==> src/hw/radio_pkg.sv <==
/*
   Shared types and register maps for the daughterboard radio slots.
   Settings and readback addresses are 8 bit and absolute per slot.
   Samples carry I in the upper half and Q in the lower half.
*/
package radio_pkg;

   // --------------------
   // widths with a meaning
   // --------------------
   typedef logic [31:0] sample_t;   // {i, q}
   typedef logic [15:0] iq_t;       // one signed half of a sample
   typedef logic [31:0] gpio_t;     // gpio, ddr or misc word
   typedef logic [7:0]  sr_addr_t;
   typedef logic [31:0] sr_data_t;
   typedef logic [63:0] rb_data_t;
   typedef logic [2:0]  led_t;      // {RX, TXRX_TX, TXRX_RX}

   // settings write, single cycle strobe
   typedef struct packed {
      logic     stb;
      sr_addr_t addr;
      sr_data_t data;
   } set_bus_t;

   // readback request, answered one cycle later
   typedef struct packed {
      logic     stb;
      sr_addr_t addr;
   } rb_req_t;

   // decoded tx/rx level, bit 0 = rx, bit 1 = tx
   typedef enum logic [1:0] {
      ATR_IDLE = 2'd0,
      ATR_RX   = 2'd1,
      ATR_TX   = 2'd2,
      ATR_FDX  = 2'd3
   } atr_state_e;

   // front-end correction, low three bits of the written word
   typedef struct packed {
      logic swap_iq;
      logic invert_i;
      logic invert_q;
   } fe_cfg_t;

   // --------------------
   // settings map
   // --------------------
   localparam sr_addr_t SR_DB_BASE        = 8'd160;
   localparam sr_addr_t SR_MISC_OUT       = 8'd0;   // offsets from SR_DB_BASE
   localparam sr_addr_t SR_GPIO_DDR       = 8'd1;
   localparam sr_addr_t SR_ATR_IDLE       = 8'd2;   // idle, rx, tx, fdx are consecutive
   localparam sr_addr_t SR_ATR_RX         = 8'd3;
   localparam sr_addr_t SR_ATR_TX         = 8'd4;
   localparam sr_addr_t SR_ATR_FDX        = 8'd5;
   localparam sr_addr_t SR_TX_FE_BASE     = 8'd208;
   localparam sr_addr_t SR_RX_FE_BASE     = 8'd224;
   localparam sr_addr_t SR_FE_CHAN_OFFSET = 8'd16;  // step between rx channels

   // --------------------
   // readback map
   // --------------------
   localparam sr_addr_t RB_DB_BASE  = 8'd16;
   localparam sr_addr_t RB_GPIO_IN  = 8'd0;   // {misc_in, gpio_in}
   localparam sr_addr_t RB_GPIO_OUT = 8'd1;   // {gpio_ddr, gpio_out}

   // full scale limits of one half
   localparam iq_t IQ_MIN = 16'h8000;
   localparam iq_t IQ_MAX = 16'h7fff;

endpackage

==> src/hw/db_gpio_atr.sv <==
`timescale 1ns/100ps
/*
   GPIO output selected by the registered tx/rx state, one word per state.
   Output and LEDs lag the run flags and ATR writes by two cycles.
   Direction register drives the pins directly, one cycle after its write.
*/
module db_gpio_atr (
   input  logic                  radio_clk,
   input  logic                  i_reset,
   input  radio_pkg::set_bus_t   i_set,
   input  radio_pkg::atr_state_e i_atr,
   output radio_pkg::gpio_t      o_gpio_out,
   output radio_pkg::gpio_t      o_gpio_ddr,
   output radio_pkg::led_t       o_leds
);

   localparam radio_pkg::sr_addr_t ADDR_DDR  = radio_pkg::SR_DB_BASE + radio_pkg::SR_GPIO_DDR;
   localparam radio_pkg::sr_addr_t ADDR_ATR0 = radio_pkg::SR_DB_BASE + radio_pkg::SR_ATR_IDLE;

   radio_pkg::gpio_t      atr_regs [4];   // indexed by atr_state_e
   radio_pkg::atr_state_e atr_r;
   radio_pkg::sr_addr_t   atr_off;
   radio_pkg::led_t       led_next;

   assign atr_off = i_set.addr - ADDR_ATR0;   // wraps high below the block

   // --------------------
   // register writes
   // --------------------
   always_ff @(posedge radio_clk) begin
      if (i_reset) begin
         for (int k = 0; k < 4; k++) begin
            atr_regs[k] <= '0;
         end
         o_gpio_ddr <= '0;
      end else if (i_set.stb) begin
         if (atr_off < 8'd4) begin
            atr_regs[atr_off[1:0]] <= i_set.data;   // idle/rx/tx/fdx in enum order
         end
         if (i_set.addr == ADDR_DDR) begin
            o_gpio_ddr <= i_set.data;
         end
      end
   end

   // fdx lights the rx antenna, tx/rx antenna shows tx or rx-only
   assign led_next = {atr_r == radio_pkg::ATR_FDX,
                      (atr_r == radio_pkg::ATR_TX) || (atr_r == radio_pkg::ATR_FDX),
                      atr_r == radio_pkg::ATR_RX};

   // --------------------
   // state and output stage
   // --------------------
   always_ff @(posedge radio_clk) begin
      if (i_reset) begin
         atr_r      <= radio_pkg::ATR_IDLE;
         o_gpio_out <= '0;
         o_leds     <= '0;
      end else begin
         atr_r      <= i_atr;             // stage 1, level from run flags
         o_gpio_out <= atr_regs[atr_r];   // stage 2
         o_leds     <= led_next;
      end
   end

endmodule

==> src/hw/db_control.sv <==
`timescale 1ns/100ps
/*
   Per-slot daughterboard control: misc output register, ATR GPIO and readback.
   Only the daughterboard block of the settings map is decoded here.
   Readback answers one cycle after the request, unmapped addresses read zero.
   Misc in/out pin registers live in the slot, outside this block.
*/
module db_control (
   input  logic                  radio_clk,
   input  logic                  i_reset,
   input  radio_pkg::set_bus_t   i_set,
   input  radio_pkg::rb_req_t    i_rb,
   input  radio_pkg::atr_state_e i_atr,
   input  radio_pkg::gpio_t      i_gpio_in,
   input  radio_pkg::gpio_t      i_misc_in,
   output radio_pkg::gpio_t      o_gpio_out,
   output radio_pkg::gpio_t      o_gpio_ddr,
   output radio_pkg::led_t       o_leds,
   output radio_pkg::gpio_t      o_misc_out,
   output radio_pkg::rb_data_t   o_rb_data,
   output logic                  o_rb_stb
);

   localparam radio_pkg::sr_addr_t ADDR_MISC =
      radio_pkg::SR_DB_BASE + radio_pkg::SR_MISC_OUT;
   localparam radio_pkg::sr_addr_t ADDR_RB_IN =
      radio_pkg::RB_DB_BASE + radio_pkg::RB_GPIO_IN;
   localparam radio_pkg::sr_addr_t ADDR_RB_OUT =
      radio_pkg::RB_DB_BASE + radio_pkg::RB_GPIO_OUT;

   radio_pkg::rb_data_t rb_word;

   // --------------------
   // gpio with atr select
   // --------------------
   db_gpio_atr u_gpio_atr (
      .radio_clk  (radio_clk),
      .i_reset    (i_reset),
      .i_set      (i_set),
      .i_atr      (i_atr),
      .o_gpio_out (o_gpio_out),
      .o_gpio_ddr (o_gpio_ddr),
      .o_leds     (o_leds)
   );

   // misc output word, pin register follows in the slot
   always_ff @(posedge radio_clk) begin
      if (i_reset) begin
         o_misc_out <= '0;
      end else if (i_set.stb && (i_set.addr == ADDR_MISC)) begin
         o_misc_out <= i_set.data;
      end
   end

   // --------------------
   // readback
   // --------------------
   always_comb begin
      case (i_rb.addr)
         ADDR_RB_IN:  rb_word = {i_misc_in, i_gpio_in};
         ADDR_RB_OUT: rb_word = {o_gpio_ddr, o_gpio_out};   // current pin drive
         default:     rb_word = '0;
      endcase
   end

   always_ff @(posedge radio_clk) begin
      if (i_reset) begin
         o_rb_stb  <= 1'b0;
         o_rb_data <= '0;
      end else begin
         o_rb_stb <= i_rb.stb;   // exactly one cycle later
         if (i_rb.stb) begin
            o_rb_data <= rb_word;   // held until the next request
         end
      end
   end

endmodule

==> src/hw/fe_control.sv <==
`timescale 1ns/100ps
/*
   Front-end IQ swap and inversion, per rx channel plus one tx channel.
   Swap is applied first, then the selected halves are negated.
   Negating -32768 saturates to 32767. Output is registered, one cycle latency.
*/
module fe_control #(
   parameter int NUM_CHANNELS = 2
) (
   input  logic                radio_clk,
   input  logic                i_reset,
   input  radio_pkg::set_bus_t i_set,
   input  radio_pkg::sample_t  i_rx [NUM_CHANNELS],
   input  radio_pkg::sample_t  i_tx_data,
   output radio_pkg::sample_t  o_rx_data [NUM_CHANNELS],
   output radio_pkg::sample_t  o_tx
);

   radio_pkg::fe_cfg_t rx_cfg [NUM_CHANNELS];
   radio_pkg::fe_cfg_t tx_cfg;

   // two's complement negate, clamped at full scale
   function automatic radio_pkg::iq_t neg_sat(input radio_pkg::iq_t x);
      return (x == radio_pkg::IQ_MIN) ? radio_pkg::IQ_MAX : radio_pkg::iq_t'(-x);
   endfunction

   function automatic radio_pkg::sample_t fix_sample(input radio_pkg::sample_t s,
                                                     input radio_pkg::fe_cfg_t c);
      radio_pkg::iq_t i_part;
      radio_pkg::iq_t q_part;
      i_part = c.swap_iq ? s[15:0] : s[31:16];
      q_part = c.swap_iq ? s[31:16] : s[15:0];
      if (c.invert_i) begin
         i_part = neg_sat(i_part);
      end
      if (c.invert_q) begin
         q_part = neg_sat(q_part);
      end
      return {i_part, q_part};
   endfunction

   // --------------------
   // rx channels
   // --------------------
   for (genvar ch = 0; ch < NUM_CHANNELS; ch++) begin : g_rx
      localparam radio_pkg::sr_addr_t ADDR_CFG =
         radio_pkg::SR_RX_FE_BASE + ch * radio_pkg::SR_FE_CHAN_OFFSET;

      always_ff @(posedge radio_clk) begin
         if (i_reset) begin
            rx_cfg[ch] <= '0;
         end else if (i_set.stb && (i_set.addr == ADDR_CFG)) begin
            rx_cfg[ch] <= radio_pkg::fe_cfg_t'(i_set.data[2:0]);
         end
      end

      always_ff @(posedge radio_clk) begin
         if (i_reset) begin
            o_rx_data[ch] <= '0;
         end else begin
            o_rx_data[ch] <= fix_sample(i_rx[ch], rx_cfg[ch]);   // rx valid every cycle
         end
      end
   end

   // --------------------
   // tx channel to dac
   // --------------------
   always_ff @(posedge radio_clk) begin
      if (i_reset) begin
         tx_cfg <= '0;
         o_tx   <= '0;
      end else begin
         if (i_set.stb && (i_set.addr == radio_pkg::SR_TX_FE_BASE)) begin
            tx_cfg <= radio_pkg::fe_cfg_t'(i_set.data[2:0]);
         end
         o_tx <= fix_sample(i_tx_data, tx_cfg);
      end
   end

endmodule

==> src/hw/radio_slot.sv <==
`timescale 1ns/100ps
/*
   One daughterboard slot: db control and front end on a shared settings bus.
   Run flags of all channels are ORed, so GPIOs cannot tell channels apart.
   Every rx channel sees the same ADC word. Misc pins are registered here.
*/
module radio_slot #(
   parameter int NUM_CHANNELS = 2
) (
   input  logic                    radio_clk,
   input  logic                    i_reset,
   input  radio_pkg::set_bus_t     i_set,
   input  radio_pkg::rb_req_t      i_rb,
   input  logic [NUM_CHANNELS-1:0] i_run_rx,
   input  logic [NUM_CHANNELS-1:0] i_run_tx,
   input  radio_pkg::sample_t      i_rx,
   input  radio_pkg::sample_t      i_tx_data,
   input  radio_pkg::gpio_t        i_db_gpio_in,
   input  radio_pkg::gpio_t        i_misc_in,
   output radio_pkg::sample_t      o_rx_data [NUM_CHANNELS],
   output radio_pkg::sample_t      o_tx,
   output radio_pkg::gpio_t        o_db_gpio_out,
   output radio_pkg::gpio_t        o_db_gpio_ddr,
   output radio_pkg::led_t         o_leds,
   output radio_pkg::gpio_t        o_misc_out,
   output radio_pkg::rb_data_t     o_rb_data,
   output logic                    o_rb_stb
);

   radio_pkg::atr_state_e atr;
   radio_pkg::gpio_t      misc_in_r;    // pin side
   radio_pkg::gpio_t      misc_out_w;   // register side
   radio_pkg::sample_t    rx_dup [NUM_CHANNELS];

   // any channel running counts, bit 0 rx and bit 1 tx
   assign atr = radio_pkg::atr_state_e'({|i_run_tx, |i_run_rx});

   for (genvar ch = 0; ch < NUM_CHANNELS; ch++) begin : g_dup
      assign rx_dup[ch] = i_rx;   // one adc, all channels
   end

   // --------------------
   // misc pin registers
   // --------------------
   always_ff @(posedge radio_clk) begin
      if (i_reset) begin
         misc_in_r  <= '0;
         o_misc_out <= '0;
      end else begin
         misc_in_r  <= i_misc_in;
         o_misc_out <= misc_out_w;
      end
   end

   db_control u_db_control (
      .radio_clk  (radio_clk),
      .i_reset    (i_reset),
      .i_set      (i_set),
      .i_rb       (i_rb),
      .i_atr      (atr),
      .i_gpio_in  (i_db_gpio_in),
      .i_misc_in  (misc_in_r),
      .o_gpio_out (o_db_gpio_out),
      .o_gpio_ddr (o_db_gpio_ddr),
      .o_leds     (o_leds),
      .o_misc_out (misc_out_w),
      .o_rb_data  (o_rb_data),
      .o_rb_stb   (o_rb_stb)
   );

   fe_control #(
      .NUM_CHANNELS (NUM_CHANNELS)
   ) u_fe_control (
      .radio_clk (radio_clk),
      .i_reset   (i_reset),
      .i_set     (i_set),
      .i_rx      (rx_dup),
      .i_tx_data (i_tx_data),
      .o_rx_data (o_rx_data),
      .o_tx      (o_tx)
   );

endmodule

==> src/hw/radio_core.sv <==
`timescale 1ns/100ps
/*
   Radio clock domain top: one slot per daughterboard.
   All ports are unpacked per slot, rx data also per channel.
*/
module radio_core #(
   parameter int NUM_SLOTS             = 2,
   parameter int NUM_CHANNELS_PER_SLOT = 2
) (
   input  logic                             radio_clk,
   input  logic                             i_reset,
   input  radio_pkg::set_bus_t              i_set         [NUM_SLOTS],
   input  radio_pkg::rb_req_t               i_rb          [NUM_SLOTS],
   input  logic [NUM_CHANNELS_PER_SLOT-1:0] i_run_rx      [NUM_SLOTS],
   input  logic [NUM_CHANNELS_PER_SLOT-1:0] i_run_tx      [NUM_SLOTS],
   input  radio_pkg::sample_t               i_rx          [NUM_SLOTS],
   input  radio_pkg::sample_t               i_tx_data     [NUM_SLOTS],
   input  radio_pkg::gpio_t                 i_db_gpio_in  [NUM_SLOTS],
   input  radio_pkg::gpio_t                 i_misc_in     [NUM_SLOTS],
   output radio_pkg::sample_t               o_rx_data     [NUM_SLOTS][NUM_CHANNELS_PER_SLOT],
   output radio_pkg::sample_t               o_tx          [NUM_SLOTS],
   output radio_pkg::gpio_t                 o_db_gpio_out [NUM_SLOTS],
   output radio_pkg::gpio_t                 o_db_gpio_ddr [NUM_SLOTS],
   output radio_pkg::led_t                  o_leds        [NUM_SLOTS],
   output radio_pkg::gpio_t                 o_misc_out    [NUM_SLOTS],
   output radio_pkg::rb_data_t              o_rb_data     [NUM_SLOTS],
   output logic                             o_rb_stb      [NUM_SLOTS]
);

   // --------------------
   // slots
   // --------------------
   for (genvar s = 0; s < NUM_SLOTS; s++) begin : g_slot
      radio_slot #(
         .NUM_CHANNELS (NUM_CHANNELS_PER_SLOT)
      ) u_slot (
         .radio_clk     (radio_clk),
         .i_reset       (i_reset),
         .i_set         (i_set[s]),
         .i_rb          (i_rb[s]),
         .i_run_rx      (i_run_rx[s]),
         .i_run_tx      (i_run_tx[s]),
         .i_rx          (i_rx[s]),
         .i_tx_data     (i_tx_data[s]),
         .i_db_gpio_in  (i_db_gpio_in[s]),
         .i_misc_in     (i_misc_in[s]),
         .o_rx_data     (o_rx_data[s]),
         .o_tx          (o_tx[s]),
         .o_db_gpio_out (o_db_gpio_out[s]),
         .o_db_gpio_ddr (o_db_gpio_ddr[s]),
         .o_leds        (o_leds[s]),
         .o_misc_out    (o_misc_out[s]),
         .o_rb_data     (o_rb_data[s]),
         .o_rb_stb      (o_rb_stb[s])
      );
   end

endmodule

==> config.mk <==
export PLATFORM = sky130hd
export DESIGN_NAME = radio_core
export DESIGN_NICKNAME = d
export VERILOG_FILES = /design/src/hw/radio_pkg.sv /design/src/hw/db_gpio_atr.sv /design/src/hw/db_control.sv /design/src/hw/fe_control.sv /design/src/hw/radio_slot.sv /design/src/hw/radio_core.sv
export SDC_FILE = /design/constraint.sdc
export NUM_CORES = 2
export LEC_CHECK = 0
export CORE_AREA = 4 4 341 343
export CTS_CLUSTER_SIZE = 16
export DETAILED_ROUTE_END_ITERATION = 10
export DIE_AREA = 0 0 345 347
export DONT_BUFFER_PORTS = 1
export PLACE_DENSITY = 0.58
export SLEW_MARGIN = 25
export SYNTH_ARGS = -nofsm -noshare
export SYNTH_HDL_FRONTEND = slang
export SYNTH_SLANG_ARGS = --single-unit
==> constraint.sdc <==
create_clock -name radio_clk -period 8.9 [get_ports radio_clk]
set_input_delay 1.335 -clock radio_clk [delete_from_list [all_inputs] [get_ports radio_clk]]
set_output_delay 1.335 -clock radio_clk [all_outputs]
set_load 0.005 [all_outputs]
==> summary.md <==
| Metric | Value |
|---|---|
| Final clock period utilization by the worst path | 0.426 |
| Clock network power share | 0.459 |
| Count of yosys warnings during synthesis | 0 |
| #FFs+latches synth | 926 |
| Maximum operating frequency | 264 MHz |
| Unrepaired setup endpoints after global routing | false |
| DPL Wire Length | 94000 microns |
| DRC violations left | 0 |
| Gp weighted congestion | 0.900 |
| Max Clock Skew | 0.0451 ns |
| Via count | 28700 |
| Class of the most critical setup path | flop to flop |
| Count of standard-cell rows | 124 |
| Fraction of final layout cells sized beyond drive strength 1 | 0.128 |
| Critical Path RT | 9.45 ns |
| Startpoint type of the worst setup path | flop |
| Pin slew with the least headroom to its limit | 1.33 ns |
| Net Switching | 0.00221 W |
| Proportion of total power due to net switching | 0.231 |
| Most common library cell in the layout ignoring fill and taps | sky130_fd_sc_hd__dfxtp_1 |
| Global-route wire length before repair | 196000 microns |
| Pin count of the biggest net entering global routing | 594 |
| Cell at the root of the clock tree | sky130_fd_sc_hd__clkbuf_16 |
| Fill cell count | 11100 |
| Final setup violation count | 0 |
| Area inside the core boundary | 114000 sq um |
| TNS Setup | 0 ns |
| Longest Clk Path Bufs | 3 |
| CTS buffer count | 99 |
| Number of max-capacitance violations reported | 0 |
| Startpoint of the worst register-to-register path | g_slot[1].u_slot.u_fe_control.rx_cfg[1][2] |
| Port Buffers | 0 |
| Power per Cell Area | 211 nW/um^2 |
| Setup Buffers After CTS | 0 |
| Cell area after technology mapping | 40600 sq um |
| Number of global-route vias before repair | 28000 |
| Static power due to leakage | 16.0 nW |
| Number of distinct standard cells referenced by the synthesized netlist | 81 |
| Worst flop-to-flop path endpoint | g_slot[1].u_slot.u_fe_control.o_rx_data[30] |
| Wirelength, routed | 134000 microns |
| Mapped Nets | 4366 |
| Post-Synthesis Mean Instance Area | 10.2 sq um |
| Starting density of the core | 0.358 |
| Overall die height | 347 microns |
| Reg clk slew, reported paths | 0.06 ns |
| Portion of total power attributed to combinational logic | 0.056 |
| Seq/Total Area, Yosys | 0.522 |
| Level count of the clock H-tree | 3 |
| Residual overflow from global routing | 0 |
| 1st-iter DRT viols | 2405 |
| R2r setup slk | 5.11 ns |
| Sink count of the clock tree | 926 |
| Worst IR Drop VDD | 0.170 mV |
| Number of cells on the worst hold path | 2 |
| Number of flops mapped to enable cells by yosys | 268 |
| Proportion of synthesized flip-flops having asynchronous set or reset | 0 |
| Router iterations before antenna repair | 9 |
| Post-layout instance count excluding filler cells | 5420 |
| Post-cts sizing count | 0 |
| Most frequent cells in the layout | sky130_fd_sc_hd__dfxtp_1 (652), sky130_fd_sc_hd__a21oi_1 (473), sky130_fd_sc_hd__nand2_1 (365) |
| Rel. slew slack | 0.111 |
| Number of cells on the worst reg-to-reg path | 8 |
| Element type at the critical path end | flop |
| Number of placed instances, taps included | 5227 |
| Hold buffer count at CTS | 0 |
| Combined global-route utilization of all metal layers | 0.214 |
| Path type of the worst min-delay path | flop to flop |
| Clock insertion delay at the later pin of the skew report | 0.68 ns |
| Min cycle time layout | 3.79 ns |
| Internal portion of total power | 0.00736 W |
| Final Hold Fails | 0 |
| Critical path startpoint | g_slot[1].u_slot.u_fe_control.rx_cfg[1][2] |
| Number of standard cells after synthesis | 3986 |
| Outcome | finished clean |
| Relative area change from synthesis to final layout | 11.4% |
| DIE WIDTH | 345 microns |
| Layout net count | 4197 |
| Largest fanout on the critical path | 69 |
| Routed wire per std cell | 24.7 microns |
| Number of nets with antenna violations after routing | 0 |
| Data arrival, critical path | 4.34 ns |
| Hold endpoint | g_slot[1].u_slot.u_db_control.o_misc_out[1] |
| Antenna violations before repair | 8 |
| Dominant register cell in the synthesized netlist | sky130_fd_sc_hd__dfxtp_1 |
| Slew Viols, Final | 0 |
| Min-Delay Startpoint | g_slot[1].u_slot.u_db_control.o_misc_out[1] |
| Num ports | 886 |
| Ratio of routed vias to standard cells | 5.29 |
| Die Outline Area | 120000 sq um |
| Clock tree from TritonCTS | built |
| Share of power burned in registers | 0.485 |
metrics by stage:
stage / total power (W) / hold WS (ns) / utilization / cell area [sq um] / setup slack, ns
6_report: 0.00957 / 0.446 / 0.399 / 45300 / 5.11
3_5_place_dp: 0.00527 / 0.439 / 0.367 / 41700 / 4.38
2_1_floorplan: 0.00516 / 0.427 / - / 40600 / 2.98
5_1_grt: 0.00993 / 0.463 / 0.399 / 45300 / 4.81
4_1_cts: 0.00969 / 0.447 / 0.398 / 45200 / 5.12
3_3_place_gp: 0.00527 / 0.433 / 0.366 / 41600 / 4.40
power groups by stage:
stage	clock network, W	logic [W]	registers (W)
final	0.00439	0.000536	0.00464
after global routing	0.00468	0.000588	0.00466
after CTS	0.00450	0.000539	0.00465
after detailed placement	0	0.000535	0.00474
after global placement	0	0.000529	0.00474
after floorplan	0	0.000502	0.00466
layer usage:
layer / track usage / routed length [microns] / up-vias
li1: - / - / 13400
met1: 0.271 / 55800 / 13900
met2: 0.353 / 63500 / 1144
met3: 0.0646 / 11200 / 167
met4: 0.0644 / 3460 / 0
met5: 0 / 0 / -
kinds of logic (layout without fill, tap and decap cells):
group	after synthesis	after routing	synth area share
adder cells (fa/ha/maj)	14	14	0.00431
XOR/XNOR	145	145	0.0312
AND/OR/NAND/NOR	1486	1486	0.194
buffers and inverters	328	245	0.0332
multiplexers	389	389	0.120
flip-flops	926	926	0.522
AO/OA/AOI/OAI	698	698	0.0944
other	0	5	0
state kept, by name, indices dropped and copies added (netlist names):
signal	flops
g_slot.u_slot.u_db_control.u_gpio_atr.atr_regs	256
g_slot.u_slot.u_db_control.o_rb_data	128
g_slot.u_slot.u_fe_control.o_rx_data	128
g_slot.u_slot.misc_in_r	64
g_slot.u_slot.o_misc_out	64
g_slot.u_slot.u_db_control.o_misc_out	64
g_slot.u_slot.u_db_control.u_gpio_atr.o_gpio_ddr	64
g_slot.u_slot.u_db_control.u_gpio_atr.o_gpio_out	64
g_slot.u_slot.u_fe_control.o_tx	64
g_slot.u_slot.u_fe_control.rx_cfg	12
g_slot.u_slot.u_db_control.u_gpio_atr.o_leds	6
g_slot.u_slot.u_fe_control.tx_cfg	6
g_slot.u_slot.u_db_control.u_gpio_atr.atr_r	4
g_slot.u_slot.u_db_control.o_rb_stb	2
critical path: stages (launching register included):
cell,delay [ns]
sky130_fd_sc_hd__edfxtp_1,0.32
sky130_fd_sc_hd__buf_4,0.68
sky130_fd_sc_hd__mux2i_1,0.50
sky130_fd_sc_hd__ha_1,0.26
sky130_fd_sc_hd__nor4b_1,0.37
sky130_fd_sc_hd__o221ai_2,0.23
sky130_fd_sc_hd__or4b_1,0.80
sky130_fd_sc_hd__nor3b_1,0.25
sky130_fd_sc_hd__a211oi_1,0.23
worst max path at each step:
stage | end | slack, ns | cells after the start
CTS | flop | 5.12 | 7
global placement | flop | 4.40 | 6
finish | g_slot[1].u_slot.u_fe_control.o_rx_data[30] | 5.11 | 8
detailed placement | flop | 4.38 | 7
floorplan | flop | 2.98 | 5
global route | g_slot[1].u_slot.u_fe_control.o_rx_data[30] | 4.81 | 8
Yosys cell counts (6+ instances only):
cell / instances / area [sq um]
sky130_fd_sc_hd__a32oi_1: 6 / 52.6
sky130_fd_sc_hd__a21oi_1: 473 / 2370
sky130_fd_sc_hd__o41ai_1: 6 / 52.6
sky130_fd_sc_hd__mux2_2: 153 / 1720
sky130_fd_sc_hd__dfxtp_1: 658 / 13200
sky130_fd_sc_hd__nor2_1: 223 / 837
sky130_fd_sc_hd__o31ai_1: 10 / 75.1
sky130_fd_sc_hd__inv_1: 24 / 90.1
sky130_fd_sc_hd__ha_1: 14 / 175
sky130_fd_sc_hd__clkbuf_1: 234 / 878
sky130_fd_sc_hd__and2_1: 337 / 2110
sky130_fd_sc_hd__a21oi_2: 6 / 52.6
sky130_fd_sc_hd__nor4_1: 21 / 131
sky130_fd_sc_hd__nand4_1: 11 / 68.8
sky130_fd_sc_hd__a31oi_1: 10 / 62.6
sky130_fd_sc_hd__nor4b_1: 8 / 70.1
sky130_fd_sc_hd__nor3_1: 95 / 475
sky130_fd_sc_hd__edfxtp_1: 268 / 8050
sky130_fd_sc_hd__nor2b_1: 264 / 1650
sky130_fd_sc_hd__or2_2: 16 / 100
sky130_fd_sc_hd__a21o_1: 7 / 52.6
sky130_fd_sc_hd__o211ai_1: 8 / 60.1
sky130_fd_sc_hd__buf_2: 48 / 240
sky130_fd_sc_hd__nor3b_1: 27 / 203
sky130_fd_sc_hd__mux2i_1: 170 / 1700
sky130_fd_sc_hd__nand2b_1: 23 / 144
sky130_fd_sc_hd__and3_1: 11 / 68.8
sky130_fd_sc_hd__or3_1: 17 / 106
sky130_fd_sc_hd__nand3_1: 24 / 120
sky130_fd_sc_hd__xnor2_1: 114 / 998
sky130_fd_sc_hd__mux4_2: 64 / 1440
sky130_fd_sc_hd__o21ai_0: 118 / 591
sky130_fd_sc_hd__xor2_1: 31 / 272
sky130_fd_sc_hd__nand2_1: 367 / 1380
sky130_fd_sc_hd__buf_1: 12 / 45.0
cell type report:
class                   count  area, sq um  share of cell area
flip-flops and latches    926        21200               0.469
multi-input cells        2732        18200               0.401
clock buffers             138         2920              0.0644
well taps                1512         1890              0.0418
clock inverters            49          638              0.0141
repair buffers             34          315             0.00696
inverters                  24         92.6             0.00204
diodes                      5         12.5            0.000276
No activity file was read; power rests on OpenSTA's default activity.
